`src/common/idq_defines.svh`:
```
// Fixed sizes for the ID queue; the slot and row index widths must be kept in step by hand

`ifndef IDQ_DEFINES_SVH
`define IDQ_DEFINES_SVH

// Bits of an element ID
`define IDQ_ID_WIDTH 2

// Bits of the stored payload and of the search mask
`define IDQ_DATA_WIDTH 16

// Number of element slots in the linked store
`define IDQ_CAPACITY 8

// Rows in the head-tail table, the smaller of 2**ID width and the capacity
`define IDQ_HT_ROWS 4

// Index widths for the slot table and the head-tail table
`define IDQ_LD_IDX_WIDTH 3
`define IDQ_HT_IDX_WIDTH 2

`endif

```
`src/common/idq_pkg.sv`:
```
// Types follow the widths in the defines header and carry no parameters of their own

`include "idq_defines.svh"

package idq_pkg;

    // Identifier of an element
    // Elements that share an ID leave the queue in push order
    typedef logic [`IDQ_ID_WIDTH-1:0] id_t;

    // Payload of one element, also used for the search value and mask
    typedef logic [`IDQ_DATA_WIDTH-1:0] data_t;

    // Points at one slot of the linked data store
    typedef logic [`IDQ_LD_IDX_WIDTH-1:0] ld_idx_t;

    // Points at one row of the head-tail table
    typedef logic [`IDQ_HT_IDX_WIDTH-1:0] ht_idx_t;

endpackage

```
`src/id_queue/idq_ctrl.sv`:
```
// Purely combinational; relies on the head-tail table always having a free row for a new ID

`timescale 1ns/1ps

module idq_ctrl import idq_pkg::*; (
    input  logic    inp_req_i,
    input  id_t     inp_id_i,
    input  data_t   inp_data_i,
    input  logic    oup_req_i,
    input  id_t     oup_id_i,
    input  logic    oup_pop_i,
    input  logic    full_i,
    input  ld_idx_t free_slot_i,
    input  logic    hit_i,
    input  ht_idx_t hit_row_i,
    input  ld_idx_t head_i,
    input  ld_idx_t tail_i,
    input  ht_idx_t free_row_i,
    input  data_t   head_data_i,
    input  ld_idx_t head_next_i,

    output logic    inp_gnt_o,
    output logic    oup_gnt_o,
    output data_t   oup_data_o,
    output logic    oup_data_valid_o,
    output id_t     lookup_id_o,
    output logic    ht_alloc_o,
    output logic    ht_set_tail_o,
    output logic    ht_set_head_o,
    output logic    ht_release_o,
    output ht_idx_t ht_row_o,
    output ld_idx_t ht_ptr_o,
    output logic    ld_write_o,
    output logic    ld_link_o,
    output logic    ld_release_o,
    output ld_idx_t ld_idx_o,
    output ld_idx_t ld_link_idx_o,
    output data_t   ld_data_o
);

    logic push_acc;
    logic pop;
    logic last_elem;

    // A push wins whenever a slot is free, the output port only gets the leftover cycles
    assign push_acc  = inp_req_i && !full_i;
    assign inp_gnt_o = !full_i;
    assign oup_gnt_o = oup_req_i && !push_acc;

    // Only one lookup path exists, so the winner of the arbitration owns it
    assign lookup_id_o = push_acc ? inp_id_i : oup_id_i;

    // A granted read is valid only if its ID has a row in the table
    assign oup_data_valid_o = oup_gnt_o && hit_i;
    assign oup_data_o       = oup_data_valid_o ? head_data_i : '0;

    // Removing an element needs a valid read with pop requested
    assign pop       = oup_data_valid_o && oup_pop_i;
    assign last_elem = (head_i == tail_i);

    // New payload always goes to the lowest free slot
    assign ld_data_o = inp_data_i;

    always_comb begin
        ht_alloc_o    = 1'b0;
        ht_set_tail_o = 1'b0;
        ht_set_head_o = 1'b0;
        ht_release_o  = 1'b0;
        ht_row_o      = hit_row_i;
        ht_ptr_o      = free_slot_i;
        ld_write_o    = 1'b0;
        ld_link_o     = 1'b0;
        ld_release_o  = 1'b0;
        ld_idx_o      = free_slot_i;
        ld_link_idx_o = tail_i;

        if (push_acc) begin
            ld_write_o = 1'b1;
            if (hit_i) begin
                // Known ID, so chain the new slot behind the current tail
                ld_link_o     = 1'b1;
                ht_set_tail_o = 1'b1;
            end else begin
                // First element of this ID opens a fresh row with head equal to tail
                ht_alloc_o = 1'b1;
                ht_row_o   = free_row_i;
            end
        end else if (pop) begin
            ld_release_o = 1'b1;
            ld_idx_o     = head_i;
            if (last_elem) begin
                // The sole element of this ID leaves, so the row goes back to the pool
                ht_release_o = 1'b1;
            end else begin
                ht_set_head_o = 1'b1;
                ht_ptr_o      = head_next_i;
            end
        end
    end

endmodule

```
`src/id_queue/idq_head_tail.sv`:
```
// One row per live ID; a lookup that matches several rows is not expected and ORs their indices

`timescale 1ns/1ps

`include "idq_defines.svh"

module idq_head_tail import idq_pkg::*; (
    input  logic    clk_i,
    input  logic    rst_ni,
    input  id_t     lookup_id_i,
    input  logic    alloc_i,
    input  logic    set_tail_i,
    input  logic    set_head_i,
    input  logic    release_i,
    input  ht_idx_t row_i,
    input  ld_idx_t ptr_i,
    output logic    hit_o,
    output ht_idx_t hit_row_o,
    output ld_idx_t head_o,
    output ld_idx_t tail_o,
    output ht_idx_t free_row_o
);

    id_t     id_q   [`IDQ_HT_ROWS];
    ld_idx_t head_q [`IDQ_HT_ROWS];
    ld_idx_t tail_q [`IDQ_HT_ROWS];
    logic    [`IDQ_HT_ROWS-1:0] free_q;
    logic    [`IDQ_HT_ROWS-1:0] match;

    // Compare the lookup ID against every occupied row
    always_comb begin
        for (int r = 0; r < `IDQ_HT_ROWS; r++) begin
            match[r] = !free_q[r] && (id_q[r] == lookup_id_i);
        end
    end

    assign hit_o = |match;

    // Turn the one-hot match into a row index
    always_comb begin
        hit_row_o = '0;
        for (int r = 0; r < `IDQ_HT_ROWS; r++) begin
            if (match[r]) begin
                hit_row_o = hit_row_o | ht_idx_t'(r);
            end
        end
    end

    // Lowest free row, scanned from the top so the smallest index wins
    always_comb begin
        free_row_o = '0;
        for (int r = `IDQ_HT_ROWS - 1; r >= 0; r--) begin
            if (free_q[r]) begin
                free_row_o = ht_idx_t'(r);
            end
        end
    end

    assign head_o = head_q[hit_row_o];
    assign tail_o = tail_q[hit_row_o];

    // The controller issues at most one command per cycle
    always_ff @(posedge clk_i or negedge rst_ni) begin
        if (!rst_ni) begin
            free_q <= '1;
            for (int r = 0; r < `IDQ_HT_ROWS; r++) begin
                id_q[r]   <= '0;
                head_q[r] <= '0;
                tail_q[r] <= '0;
            end
        end else if (alloc_i) begin
            free_q[row_i] <= 1'b0;
            id_q[row_i]   <= lookup_id_i;
            head_q[row_i] <= ptr_i;
            tail_q[row_i] <= ptr_i;
        end else if (set_tail_i) begin
            tail_q[row_i] <= ptr_i;
        end else if (set_head_i) begin
            head_q[row_i] <= ptr_i;
        end else if (release_i) begin
            free_q[row_i] <= 1'b1;
        end
    end

endmodule

```
`src/id_queue/idq_link_store.sv`:
```
// Payload and next pointers have no reset; only the free flags are trusted after reset

`timescale 1ns/1ps

`include "idq_defines.svh"

module idq_link_store import idq_pkg::*; (
    input  logic    clk_i,
    input  logic    rst_ni,
    input  logic    write_i,
    input  logic    link_i,
    input  logic    release_i,
    input  ld_idx_t idx_i,
    input  ld_idx_t link_idx_i,
    input  data_t   data_i,
    input  ld_idx_t rd_idx_i,
    output logic    full_o,
    output ld_idx_t free_slot_o,
    output data_t   rd_data_o,
    output ld_idx_t rd_next_o,
    input  logic    exists_req_i,
    input  data_t   exists_data_i,
    input  data_t   exists_mask_i,
    output logic    exists_o
);

    data_t   data_q [`IDQ_CAPACITY];
    ld_idx_t next_q [`IDQ_CAPACITY];
    logic    [`IDQ_CAPACITY-1:0] free_q;
    logic    [`IDQ_CAPACITY-1:0] exists_match;

    // The store is full once no slot is marked free
    assign full_o = ~|free_q;

    // Lowest free slot, the scan runs downwards so index 0 has priority
    always_comb begin
        free_slot_o = '0;
        for (int s = `IDQ_CAPACITY - 1; s >= 0; s--) begin
            if (free_q[s]) begin
                free_slot_o = ld_idx_t'(s);
            end
        end
    end

    // Read port for the head of the selected ID
    assign rd_data_o = data_q[rd_idx_i];
    assign rd_next_o = next_q[rd_idx_i];

    // Masked compare per slot
    // Bits cleared in the mask are ignored and free slots never match
    always_comb begin
        for (int s = 0; s < `IDQ_CAPACITY; s++) begin
            exists_match[s] = !free_q[s] &&
                (((data_q[s] ^ exists_data_i) & exists_mask_i) == '0);
        end
    end

    assign exists_o = exists_req_i && (|exists_match);

    // Free flags are the only control state in the store
    always_ff @(posedge clk_i or negedge rst_ni) begin
        if (!rst_ni) begin
            free_q <= '1;
        end else if (write_i) begin
            free_q[idx_i] <= 1'b0;
        end else if (release_i) begin
            free_q[idx_i] <= 1'b1;
        end
    end

    // A push to a known ID writes the new slot and links the old tail in the same cycle
    always_ff @(posedge clk_i) begin
        if (write_i) begin
            data_q[idx_i] <= data_i;
        end
        if (link_i) begin
            next_q[link_idx_i] <= idx_i;
        end
    end

endmodule

```
`src/id_queue/id_queue_top.sv`:
```
// Half-bandwidth ID queue; push has priority and only one of push or output happens per cycle

`timescale 1ns/1ps

module id_queue_top import idq_pkg::*; (
    input  logic  clk_i,
    input  logic  rst_ni,

    input  logic  inp_req_i,
    input  id_t   inp_id_i,
    input  data_t inp_data_i,
    output logic  inp_gnt_o,

    input  logic  oup_req_i,
    input  id_t   oup_id_i,
    input  logic  oup_pop_i,
    output logic  oup_gnt_o,
    output data_t oup_data_o,
    output logic  oup_data_valid_o,

    input  logic  exists_req_i,
    input  data_t exists_data_i,
    input  data_t exists_mask_i,
    output logic  exists_o
);

    // Lookup and command signals from the controller
    id_t     lookup_id;
    logic    ht_alloc;
    logic    ht_set_tail;
    logic    ht_set_head;
    logic    ht_release;
    ht_idx_t ht_row;
    ld_idx_t ht_ptr;
    logic    ld_write;
    logic    ld_link;
    logic    ld_release;
    ld_idx_t ld_idx;
    ld_idx_t ld_link_idx;
    data_t   ld_data;

    // Status returned by the head-tail table
    logic    hit;
    ht_idx_t hit_row;
    ld_idx_t head;
    ld_idx_t tail;
    ht_idx_t free_row;

    // Status returned by the linked store
    logic    full;
    ld_idx_t free_slot;
    data_t   head_data;
    ld_idx_t head_next;

    idq_ctrl i_idq_ctrl (
        .inp_req_i        ( inp_req_i        ),
        .inp_id_i         ( inp_id_i         ),
        .inp_data_i       ( inp_data_i       ),
        .oup_req_i        ( oup_req_i        ),
        .oup_id_i         ( oup_id_i         ),
        .oup_pop_i        ( oup_pop_i        ),
        .full_i           ( full             ),
        .free_slot_i      ( free_slot        ),
        .hit_i            ( hit              ),
        .hit_row_i        ( hit_row          ),
        .head_i           ( head             ),
        .tail_i           ( tail             ),
        .free_row_i       ( free_row         ),
        .head_data_i      ( head_data        ),
        .head_next_i      ( head_next        ),
        .inp_gnt_o        ( inp_gnt_o        ),
        .oup_gnt_o        ( oup_gnt_o        ),
        .oup_data_o       ( oup_data_o       ),
        .oup_data_valid_o ( oup_data_valid_o ),
        .lookup_id_o      ( lookup_id        ),
        .ht_alloc_o       ( ht_alloc         ),
        .ht_set_tail_o    ( ht_set_tail      ),
        .ht_set_head_o    ( ht_set_head      ),
        .ht_release_o     ( ht_release       ),
        .ht_row_o         ( ht_row           ),
        .ht_ptr_o         ( ht_ptr           ),
        .ld_write_o       ( ld_write         ),
        .ld_link_o        ( ld_link          ),
        .ld_release_o     ( ld_release       ),
        .ld_idx_o         ( ld_idx           ),
        .ld_link_idx_o    ( ld_link_idx      ),
        .ld_data_o        ( ld_data          )
    );

    idq_head_tail i_idq_head_tail (
        .clk_i       ( clk_i       ),
        .rst_ni      ( rst_ni      ),
        .lookup_id_i ( lookup_id   ),
        .alloc_i     ( ht_alloc    ),
        .set_tail_i  ( ht_set_tail ),
        .set_head_i  ( ht_set_head ),
        .release_i   ( ht_release  ),
        .row_i       ( ht_row      ),
        .ptr_i       ( ht_ptr      ),
        .hit_o       ( hit         ),
        .hit_row_o   ( hit_row     ),
        .head_o      ( head        ),
        .tail_o      ( tail        ),
        .free_row_o  ( free_row    )
    );

    // The read port of the store always follows the head of the looked-up ID
    idq_link_store i_idq_link_store (
        .clk_i         ( clk_i         ),
        .rst_ni        ( rst_ni        ),
        .write_i       ( ld_write      ),
        .link_i        ( ld_link       ),
        .release_i     ( ld_release    ),
        .idx_i         ( ld_idx        ),
        .link_idx_i    ( ld_link_idx   ),
        .data_i        ( ld_data       ),
        .rd_idx_i      ( head          ),
        .full_o        ( full          ),
        .free_slot_o   ( free_slot     ),
        .rd_data_o     ( head_data     ),
        .rd_next_o     ( head_next     ),
        .exists_req_i  ( exists_req_i  ),
        .exists_data_i ( exists_data_i ),
        .exists_mask_i ( exists_mask_i ),
        .exists_o      ( exists_o      )
    );

endmodule

```
`config.mk`:
```
export PLATFORM = sky130hd
export DESIGN_NAME = id_queue_top
export DESIGN_NICKNAME = d
export VERILOG_FILES = /design/src/common/idq_pkg.sv /design/src/id_queue/idq_ctrl.sv /design/src/id_queue/idq_head_tail.sv /design/src/id_queue/idq_link_store.sv /design/src/id_queue/id_queue_top.sv
export VERILOG_INCLUDE_DIRS = /design/src /design/src/common
export SDC_FILE = /design/constraint.sdc
export NUM_CORES = 1
export LEC_CHECK = 0
export BUFFER_PORTS_ARGS = -buffer_cell sky130_fd_sc_hd__buf_4
export CORE_MARGIN = 8
export CORE_UTILIZATION = 45
export DETAILED_ROUTE_END_ITERATION = 8
export GPL_TIMING_DRIVEN = 0
export PLACE_DENSITY = 0.63
export SYNTH_ARGS = -nofsm -noshare
export SYNTH_HDL_FRONTEND = slang
export SYNTH_SLANG_ARGS = --single-unit
```
`constraint.sdc`:
```
create_clock -name clk_i -period 10.4 [get_ports clk_i]
set_clock_uncertainty 0.2 [all_clocks]
set_input_delay 0.52 -clock clk_i [delete_from_list [all_inputs] [get_ports clk_i]]
set_output_delay 0.52 -clock clk_i [all_outputs]
set_load 0.03 [all_outputs]
```
# ---- After elaboration in Yosys (flattened, before gate mapping)
# Memory sizes are Yosys's and may differ from the RTL's.
# Index checks and enable logic that the tools add are counted.
dict set report totals {
  word_cells 173
  input_bits 58
  mem_count 2
  regBits 44
  ram_bits 152
}
dict set report classes {
  n_eq_ne 7
  n_lt_le_gt_ge 7
  bitwise 24
  n_reduce_logical 50
  n_mux 69
}
# memory words word_bits read_ports rd_clocked_by_memory_dff wr line_no
set mem_list {}
lappend mem_list {i_idq_link_store.data_q 8 16 9 0 1 idq_link_store.sv:27} ;# data_t data_q [`IDQ_CAPACITY];
lappend mem_list {i_idq_link_store.next_q 8 3 1 0 1 idq_link_store.sv:28} ;# ld_idx_t next_q [`IDQ_CAPACITY];
# cell count
set op_table {}
lappend op_table {{$and 16x16->16} 8}
lappend op_table {{$logic_not 16->1} 8}
lappend op_table {{$xor 16x16->16} 8}
lappend op_table {{$mux 12} 5}
lappend op_table {{$mux 3} 18}
lappend op_table {{$bwmux 12} 2}
lappend op_table {{$logic_and 1x1->1} 20}
lappend op_table {{$mux 1} 20}
lappend op_table {{$mux 2} 10}
lappend op_table {{$mux 16} 1}
lappend op_table {{$mux 4} 4}
lappend op_table {{$mux 8} 2}
lappend op_table {{$reduce_or 8->1} 2}
lappend op_table {{$logic_not 1->1} 13}
lappend op_table {{$bmux 3 s2} 2}
lappend op_table {{$and 8x8->8} 1}
lappend op_table {{$bwmux 8} 1}
lappend op_table {{$eq 2x2->1} 4}
lappend op_table {{$not 8->8} 1}
lappend op_table {{$or 8x8->8} 1}
lappend op_table {{$reduce_bool 2->1} 4}
lappend op_table {{$demux 3 s2} 1}
lappend op_table {{$ge 3x3->1 const B} 2}
lappend op_table {{$not 2->3} 2}
lappend op_table {{16 further kinds} 17}

# ---- Longest topological paths before layout
# Gate-level depths: netlist (run 1).
dict set report logic_depth {
  word_depth 21
  mapped_depth 15
  ltp_nobuf 11
}

# ---- Cells and area by module
# From an unflattened synthesis (run 1), not the netlist that was laid out.
dict set report hier_totals {
  cells_unflattened 766
  hier_area_um2 10621.4
}
# mod instances cells_per_inst area_each_um2
set by_module_without_submodules {}
lappend by_module_without_submodules {idq_link_store 1 535 8186.6}
lappend by_module_without_submodules {idq_head_tail 1 147 1846.8}
lappend by_module_without_submodules {idq_ctrl 1 84 588.1}

# ---- Least setup slack after synthesis (run 1)
# Ideal clock, no wire load.
dict set report synth_path {
  path_type {reg-to-reg}
  start {register with a tool-made name}
  end {memory i_idq_link_store.data_q[7][0] (netlist bit) (enable)}
  setup_slack_ns 5.728
  arrival_time_ns 4.060
  required_time_ns 9.788
  stages_incl_launch_ff 11
  setup_ns 0.412
  path_cell_list {dfstp_2 -> or4_1 -> o21ai_2 -> buf_2 -> a211oi_1 -> o22ai_1 -> buf_2 -> nand3_1 -> o211ai_1 -> mux2_2 -> nor3_1}
}
# item line_no
set synth_lines {}
lappend synth_lines {{to (decl)} idq_link_store.sv:27}

==> results.toml, run 1 <==
[status]
status = "finished, final reports clean"

[power]
p_per_area_nw_per_um2 = 369.0
p_leak_nw = 4.594
vdd_drop_max_mv = 0.1938
fin_total_pwr_mw = 4.541

[worst_setup_path]
cp_slowest_cell = "clkbuf_1"
crit_family = "compound AO/OA/AOI/OAI gates"
r2r_slack_ns = 5.08
critPathMaxStageDelay_ns = 0.64
critPathKind = "reg -> out"
cp.required_ns = 9.68
crit_chain = "nor4_2, a21oi_1, clkbuf_1, o211ai_2, a22o_1, nand2_1, o211ai_4, buf_2, clkbuf_1, o211ai_1, a21oi_1, buf_4"
critPathBufInv = 4
start_kind = "flop"
end_kind = "output pin"
cp.arrival_ns = 5.27
cp_max_fo = 10

[cells_and_area]
area_growth_pct = 13.48
fin_nets = 1043
design_area_um2 = 12310
multi_input_area_um2 = 4841
stdcell_count = 1323
seqCellArea_um2 = 5680
drive_above_1_share_pct = 16.63
fin_util_pct = 51.35
nFillCells = 2139

[floorplanning]
die_w_um = 171.2
core_um2 = 23960
initial_core_util_pct = 45.25
io-pin-count = 78
die_height_um = 171.2
rows = 57
dieArea_um2 = 29320

[timing]
finalCriticalPeriod_ns = 5.987
timing.fmax_mhz = 167.0
hold_viol = 0
post-route-period-util_pct = 57.57
worstMarginPinSlew_ns = 1.187
grt_setup_unrepaired = "false"
slew_headroom_pct = 20.18
fin_tns_setup_ns = 0
slew_viol_final = 0
setup_viol = 0

[synth]
ys_ff_latch = 196
synth_nets = 970
yosys_warnings = 0
syn-mean-instance-area_um2 = 11.89
synth_edf_count = 152
synth-main-ff-cell = "edfxtp_1"
netlist_area_um2 = 10840
synth_cells = 912
yosysSeqAreaShare_pct = 52.38
yosys.cell_types.count = 69
synthArstFlopShare_pct = 22.45

[global_route]
first_global_vias = 7981
grt_overflow = 0
grtUsageTotal_pct = 23.65
grt_max_degree = 45
grt_pass1_wl_um = 50580
antenna_found_initial = 3

[place]
dp_cells = 1289
gp_congestion = 1.030
port_buffers = 44
place_hpwl_um = 25390
post_dp_cell_area_um2 = 11740

[cts]
cts_sinks = 196
clk_pin_slew_ns = 0.08
root_buffer = "clkbuf_16"
insertion_delay_ns = 0.45
cts.htree.levels = 4
cts_repair_resize_count = 0
cts.path.max_buffers = 2
cts_hold_buffers = 1
cts_buffers = 17
cts_tree = "yes"
cts_setup_buffers = 0

[routing]
ant_nets = 0
drt_iter0_drc = 946
num_vias = 8012
drc = 0
wirelength_um = 34380
first_pass_iters = 8
avgRoutedWirePerCell_um = 25.99
viasPerCell = 6.056

[hold_path]
hold_start = "inp_data_i[7]"
hold_class = "in -> reg"

[run]
max-cap-violations = 0
-- registers in the layout, summed over array words and instances, names as in the netlist, named ones only --
register and count:
i_idq_link_store.data_q 128, i_idq_head_tail.tail_q 12, i_idq_link_store.next_q 24, i_idq_head_tail.id_q 8
i_idq_head_tail.head_q 12
-- cell type report --
cell class	instances	share of cell area (%)
clock inverters	15	1.017
flip-flops and latches	196	46.16
plain buffers	59	2.257
well taps	324	3.294
diodes	1	0.02034
repair buffers	54	3.904
inverters	18	0.5491
multi-input cells	639	39.34
clock buffers	17	3.457
-- report_power, final --
part / switching [mW] / total (mW) / internal, mW / leakage, nW
clock: 0.318 / 0.631 / 0.313 / 0.268
sequential: 0.150 / 1.28 / 1.13 / 1.90
combinational: 1.69 / 2.62 / 0.940 / 2.42
total: 2.15 / 4.54 / 2.39 / 4.59
-- synth_stat cells (8+ instances only) --
cell / n / area share, %
edfxtp_1: 152 / 42
xor2_1: 129 / 10
nor2_1: 71 / 2.5
nand2_1: 50 / 1.7
mux2i_1: 42 / 3.9
clkbuf_1: 38 / 1.3
a21oi_1: 35 / 1.6
a22oi_1: 33 / 2.3
dfrtp_1: 32 / 7.4
mux2_1: 30 / 3.1
mux2_2: 25 / 2.6
o211ai_1: 21 / 1.5
a211o_1: 19 / 1.5
nand3_1: 17 / 0.78
a221oi_1: 16 / 1.3
inv_1: 16 / 0.55
dfstp_2: 12 / 2.9
nor3_1: 11 / 0.51
a221o_1: 9 / 0.83
a22o_1: 9 / 0.73
nand4_1: 9 / 0.52
a222oi_1: 8 / 0.74
o22ai_1: 8 / 0.46
or4_1: 8 / 0.55
-- worst paths after layout --
check,endpoint,depth (start not counted)
max,oup_data_o[10],12
min,i_idq_link_store.data_q[6][7]$_DFFE_PP_,1
max reg2reg,i_idq_link_store.data_q[3][9]$_DFFE_PP_,12
min reg2reg,i_idq_head_tail.tail_q[11]$_DFFE_PN0P_,2
max in group asynchronous,i_idq_head_tail.head_q[8]$_DFFE_PN0P_,2
min in group asynchronous,i_idq_head_tail.tail_q[2]$_DFFE_PN0P_,2
-- layer usage --
layer  vias to the layer above  routed length [um]  GRT usage, %
li1                       3598                   -             -
met1                      3987               13960         29.26
met2                       348               16940         40.42
met3                        75                2175         3.902
met4                         4                1279         10.17
met5                         -                  23             0
-- placed cells by master, fill, tap and decap left out, types with 8 or more instances in the layout --
cell type,instances
nor3_1,10
clkbuf_16,17
edfxtp_1,152
inv_1,16
clkbuf_1,38
o211ai_1,21
or4_1,8
a222oi_1,8
a21oi_1,35
dfrtp_1,32
xor2_1,129
buf_4,47
mux2i_1,42
nor2_1,64
mux2_2,25
dfstp_2,12
a211o_1,19
nand2_1,50
nand3_1,17
clkinv_4,8
a22o_1,9
a221o_1,9
mux2_1,30
o22ai_1,8
a22oi_1,33
nand4_1,9
a221oi_1,16
-- through the flow --
stage	hold slack [ns]	worst slack [ns]
6_report	0.1120	4.413
5_1_grt	0.1017	4.239
4_1_cts	0.1021	4.574
3_5_place_dp	0.2751	5.050
3_3_place_gp	0.2700	3.528
2_1_floorplan	0.02441	5.728
-- kinds of logic after synthesis --
kind of cell / after synthesis / share of synthesized area [%]
and+or+nand+nor: 195 / 8.711
buffers and inverters: 77 / 3.185
DFF: 196 / 52.38
muxes: 99 / 9.865
AOI/OAI and AO/OA: 210 / 14.95
xor gates and xnor gates: 135 / 10.90
No activity file was read; power rests on OpenSTA's default activity.
==> run 2: changes to the inputs <==
- PLACE_DENSITY: 0.63 -> 0.66
- clock period: 10.4 -> 5.35 ns (I/O delays scaled with it)
==> run 2 against run 1 <==
  * Global-route usage is 0.39 points lower
  * Count of clock-buffer cells in the layout up 1
  * Highest routed layer is now met4
  * Die area did not move
  * Worst setup slack worse by 4.3 ns
  * Clock power increased by 98%
  * Non-clock buffer count up 25
  * First-iteration DRC count up 1.5%
  * Final area up 2.3%
  * Worst hold slack improved by 0.026 ns
==> results.toml, run 2 (synthesis gave the netlist of run 1 again) <==
[global_route]
first_global_vias = 7991
antenna_found_initial = 1
grt_max_degree = 45
grtUsageTotal_pct = 23.26
grt_pass1_wl_um = 50140
grt_overflow = 0

[worst_setup_path]
critPathKind = "reg -> out"
cp.required_ns = 4.88
end_kind = "output pin"
cp_max_fo = 10
cp.arrival_ns = 4.81
rr_worst_depth = 11
start_kind = "flop"

[power]
clkPwrFrac_pct = 14.0
p_per_area_nw_per_um2 = 713.4
p_leak_nw = 4.724
p_sw_share_pct = 47.14
p_int_mw = 4.747
vdd_drop_max_mv = 0.4535
seq_power_share_pct = 27.9
power.switching_mw = 4.234
power_frac_comb_pct = 58.1
fin_total_pwr_mw = 8.981

[routing]
drt_iter0_drc = 960
viasPerCell = 6.128
first_pass_iters = 6
ant_nets = 0
wirelength_um = 34020
num_vias = 8267
drc = 0
avgRoutedWirePerCell_um = 25.22

[timing]
timing.fmax_mhz = 189.4
slew_viol_final = 0
setup_viol = 0
post-route-period-util_pct = 98.71
fin_tns_setup_ns = 0
slew_headroom_pct = 15.78
worstMarginPinSlew_ns = 1.253
finalCriticalPeriod_ns = 5.281
hold_viol = 0

[cells_and_area]
final_common_cell = "edfxtp_1"
largest-register = "i_idq_link_store.data_q"
largest_reg_flops = 128
stdcell_count = 1349
nFillCells = 2115
mostFrequentLayoutCells = "edfxtp_1 (152), xor2_1 (129), nor2_1 (64)"
area_growth_pct = 16.10
design_area_um2 = 12590
drive_above_1_share_pct = 18.18
fin_nets = 1068
reg_top3 = "i_idq_link_store.data_q (128), i_idq_link_store.next_q (24)"

[cts]
cts_sinks = 196
cts.path.max_buffers = 2
cts_buffers = 17
insertion_delay_ns = 0.46
cts.htree.levels = 4
clk_pin_slew_ns = 0.09
cts_tree = "yes"
root_buffer = "clkbuf_16"

[floorplanning]
io-pin-count = 78
dieArea_um2 = 29320
rows = 57
die_height_um = 171.2
die_w_um = 171.2
initial_core_util_pct = 45.25
core_um2 = 23960

[place]
place_hpwl_um = 24840
gp_congestion = 0.9675
dp_cells = 1288
post_dp_cell_area_um2 = 11720
port_buffers = 44

[status]
status = "finished, final reports clean"

[run]
max-cap-violations = 0

[hold_path]
hold_class = "in -> async"
## run 2: cell count changes in the layout (fill, tap and decap cells not counted), moves of 3 or more
cell           previous run  this run
buf_4                    47        56
clkbuf_1                 38        34
dlygate4sd3_1             1        18
inv_6                     1         4
clkinv_4                  8         3
clkbuf_2                  0         4
## run 2: path summary, 6_finish.rpt
| check | start | to | slack, ns |
|---|---|---|---|
| worst max-delay path | flop | oup_data_o[8] | 0.07 |
| worst min-delay path | rst_ni | i_idq_head_tail.tail_q[10]$_DFFE_PN0P_ | 0.14 |
| worst max register to register | flop | i_idq_link_store.data_q[4][4]$_DFFE_PP_ | 0.39 |
| worst min register to register | i_idq_head_tail.tail_q[11]$_DFFE_PN0P_ | i_idq_head_tail.tail_q[11]$_DFFE_PN0P_ | 0.29 |
| max in group asynchronous | rst_ni | i_idq_head_tail.head_q[2]$_DFFE_PN0P_ | 4.40 |
| min in group clk_i | inp_id_i[0] | i_idq_head_tail.id_q[2]$_DFFE_PN0P_ | 0.16 |
## run 2: per-layer routing
layer,track usage (%),routed length [um]
met1,30.97,13800
met2,36.66,15900
met3,4.200,2944
met4,10.47,1371
met5,0,0
## run 2: final cells by class
cell class	count	area (um2)	area share (%)
sequential	196	5680	45.12
multi-input combinational	639	4886	38.81
timing repair buffer	79	694.4	5.516
clock buffer	18	429.2	3.409
tap	324	405.4	3.220
buffer	59	289.0	2.296
clock inverter	14	132.6	1.053
inverter	18	67.56	0.5367
antenna	2	5.005	0.03975
## run 2: power by group through the flow
stage | combinational (mW) | clock, mW | sequential, mW
finish | 5.22 | 1.25 | 2.51
global route | 5.52 | 1.31 | 2.55
CTS | 5.05 | 1.26 | 2.50
detailed placement | 4.99 | 0 | 2.52
global placement | 4.87 | 0 | 2.52
floorplan | 3.41 | 0 | 2.43
## run 2: what timing repair did
action / CTS / global route
endpoints found under the setup margin: 16 / 43
hold endpoints to repair: 161 / 0
buffers inserted: 0 / 9
hold buffers: 18 / 0
resized for setup: 10 / 6
pin swaps: 0 / 3
## run 2: critical path: stages, from the launching register on
cell and delay [ns]:
dfstp_2 0.42, or4_1 0.62, o21ai_2 0.24, o221ai_1 0.28, or4_1 0.46, buf_2 0.21, mux2_4 0.36, o211ai_4 0.47
clkbuf_1 0.54, o211ai_1 0.18, a21oi_1 0.34, buf_4 0.23
## run 2: per-stage QoR
| stage | util (%) | worst slack, ns | hold slack, ns |
|---|---|---|---|
| floorplan | - | 0.6780 | -0.2281 |
| global placement | 48.32 | -1.338 | 0.1079 |
| detailed placement | 48.90 | 0.09937 | 0.1110 |
| CTS | 52.14 | 0.02208 | 0.1466 |
| global route | 52.53 | -0.002249 | 0.2009 |
| finish | 52.54 | 0.06882 | 0.1379 |
==> run 3: changes to the inputs <==
- CORE_ASPECT_RATIO: unset -> 1.1
==> run 3 against run 2 <==
  * Non-clock buffer count shrank 6
  * Routed wire length grew 1.7%
  * Count of clock-buffer cells in the layout is the same
  * Critical path type unchanged
  * Utilization grew 0.48 points
==> results.toml, run 3 (synthesis gave the netlist of run 1 again) <==
[power]
p_leak_nw = 4.734
fin_total_pwr_mw = 9.022
p_per_area_nw_per_um2 = 718.1
power_frac_comb_pct = 58.0
vdd_drop_max_mv = 0.3387
p_int_mw = 4.729
p_sw_share_pct = 47.58
seq_power_share_pct = 27.7
clkPwrFrac_pct = 14.3
power.switching_mw = 4.293

[global_route]
grt_overflow = 0
antenna_found_initial = 2
grt_pass1_wl_um = 51090
grtUsageTotal_pct = 23.73
grt_max_degree = 45
first_global_vias = 8236

[cells_and_area]
largest-register = "i_idq_link_store.data_q"
area_growth_pct = 15.85
antennaDiodeCount = 0
reg_top3 = "i_idq_link_store.data_q (128), i_idq_link_store.next_q (24)"
mostFrequentLayoutCells = "edfxtp_1 (152), xor2_1 (129), nor2_1 (64)"
fin_nets = 1062
nFillCells = 2064
largest_reg_flops = 128
drive_above_1_share_pct = 17.80
final_common_cell = "edfxtp_1"
stdcell_count = 1322

[routing]
drc = 0
ant_nets = 0
avgRoutedWirePerCell_um = 26.17
drt_iter0_drc = 925
num_vias = 8167
first_pass_iters = 5
wirelength_um = 34590
viasPerCell = 6.178

[worst_setup_path]
start_kind = "flop"
cp.arrival_ns = 4.74
cp.required_ns = 4.88
critPathKind = "reg -> out"
rr_worst_depth = 13
end_kind = "output pin"
cp_max_fo = 10

[timing]
slew_headroom_pct = 22.04
worstMarginPinSlew_ns = 1.160
setup_viol = 0
finalCriticalPeriod_ns = 5.209
slew_viol_final = 0
timing.fmax_mhz = 192.0
post-route-period-util_pct = 97.37
timing.hold.ws_ns = 0.1531
hold_viol = 0
grt_setup_unrepaired = "true"

[cts]
cts_buffers = 17
cts_tree = "yes"
root_buffer = "clkbuf_16"
cts_sinks = 196
insertion_delay_ns = 0.45
clk_pin_slew_ns = 0.08
cts.path.max_buffers = 2
cts.htree.levels = 4

[run]
max-cap-violations = 0

[floorplanning]
core_um2 = 23700
io-pin-count = 78
die_height_um = 178.8
dieArea_um2 = 29330
die_w_um = 164.0
initial_core_util_pct = 45.76
rows = 59

[place]
place_hpwl_um = 24900
gp_congestion = 0.9563
dp_cells = 1270
port_buffers = 44

[hold_path]
hold_class = "in -> async"

[status]
status = "finished, final reports clean"
[run 3: metal layers]
layer | share of wire, % | GRT usage, % | routed length, um | vias to the layer above
met1 | 39 | 29.16 | 13630 | 4045
li1 | - | - | - | 3643
met4 | 3.3 | 8.719 | 1143 | 4
met3 | 7.6 | 3.973 | 2645 | 78
met2 | 50 | 41.26 | 17150 | 397
met5 | 0.064 | 0 | 22 | -
[run 3: area by class of cell]
type / count / area (um2) / share of cell area, %
clock buffers: 18 / 439.2 / 3.496
inverters: 18 / 67.56 / 0.5378
repair buffers: 73 / 678.2 / 5.398
plain buffers: 59 / 294.0 / 2.340
flip-flops and latches: 196 / 5680 / 45.21
well taps: 305 / 381.6 / 3.038
clock inverters: 14 / 152.6 / 1.215
multi-input cells: 639 / 4870 / 38.76
[run 3: metrics by stage]
stage	area (um2)	utilization (%)	TNS [ns]	setup WS, ns
2_1_floorplan	10840	-	0	0.6780
3_3_place_gp	11560	48.77	-80.04	-1.604
3_5_place_dp	11730	49.51	0	0.1208
4_1_cts	12510	52.78	0	0.003562
5_1_grt	12560	53.02	-0.005060	-0.005060
6_report	12560	53.02	0	0.1407
[run 3: final timing paths]
| kind | from | end | slack [ns] |
|---|---|---|---|
| max in group asynchronous | rst_ni | i_idq_head_tail.id_q[5]$_DFFE_PN0P_ | 4.37 |
| setup reg to reg | flop | i_idq_link_store.data_q[3][15]$_DFFE_PP_ | 0.36 |
| min in group clk_i | inp_id_i[0] | i_idq_head_tail.id_q[6]$_DFFE_PN0P_ | 0.17 |
| hold / removal | rst_ni | i_idq_head_tail.head_q[7]$_DFFE_PN0P_ | 0.15 |
| setup / recovery | flop | oup_data_o[14] | 0.14 |
| hold reg to reg | i_idq_head_tail.tail_q[11]$_DFFE_PN0P_ | i_idq_head_tail.tail_q[11]$_DFFE_PN0P_ | 0.30 |
[run 3: power groups by stage]
stage | clock (mW) | sequential, mW | combinational (mW)
5_1_grt | 1.34 | 2.54 | 5.52
4_1_cts | 1.30 | 2.49 | 5.11
6_report | 1.29 | 2.50 | 5.23
3_3_place_gp | 0 | 2.51 | 4.95
2_1_floorplan | 0 | 2.43 | 3.41
3_5_place_dp | 0 | 2.52 | 5.07
[run 3: what timing repair did]
action	4_1_cts	5_1_grt
hold buffers	18	0
buffers inserted	0	2
gates resized for setup	3	18
endpoints found under the setup margin	10	38
pin swaps	0	1
hold endpoints to repair	161	0
[run 3: critical path, cell delays in order (launching register included)]
cell and delay, ns:
dfstp_2 0.43, or4_4 0.59, o21ai_2 0.22, buf_2 0.27, a211oi_1 0.09, o22ai_1 0.30, buf_2 0.29, nand2_1 0.27
o211ai_4 0.45, buf_2 0.33, buf_2 0.38, o211ai_1 0.15, a21oi_1 0.30, buf_4 0.22
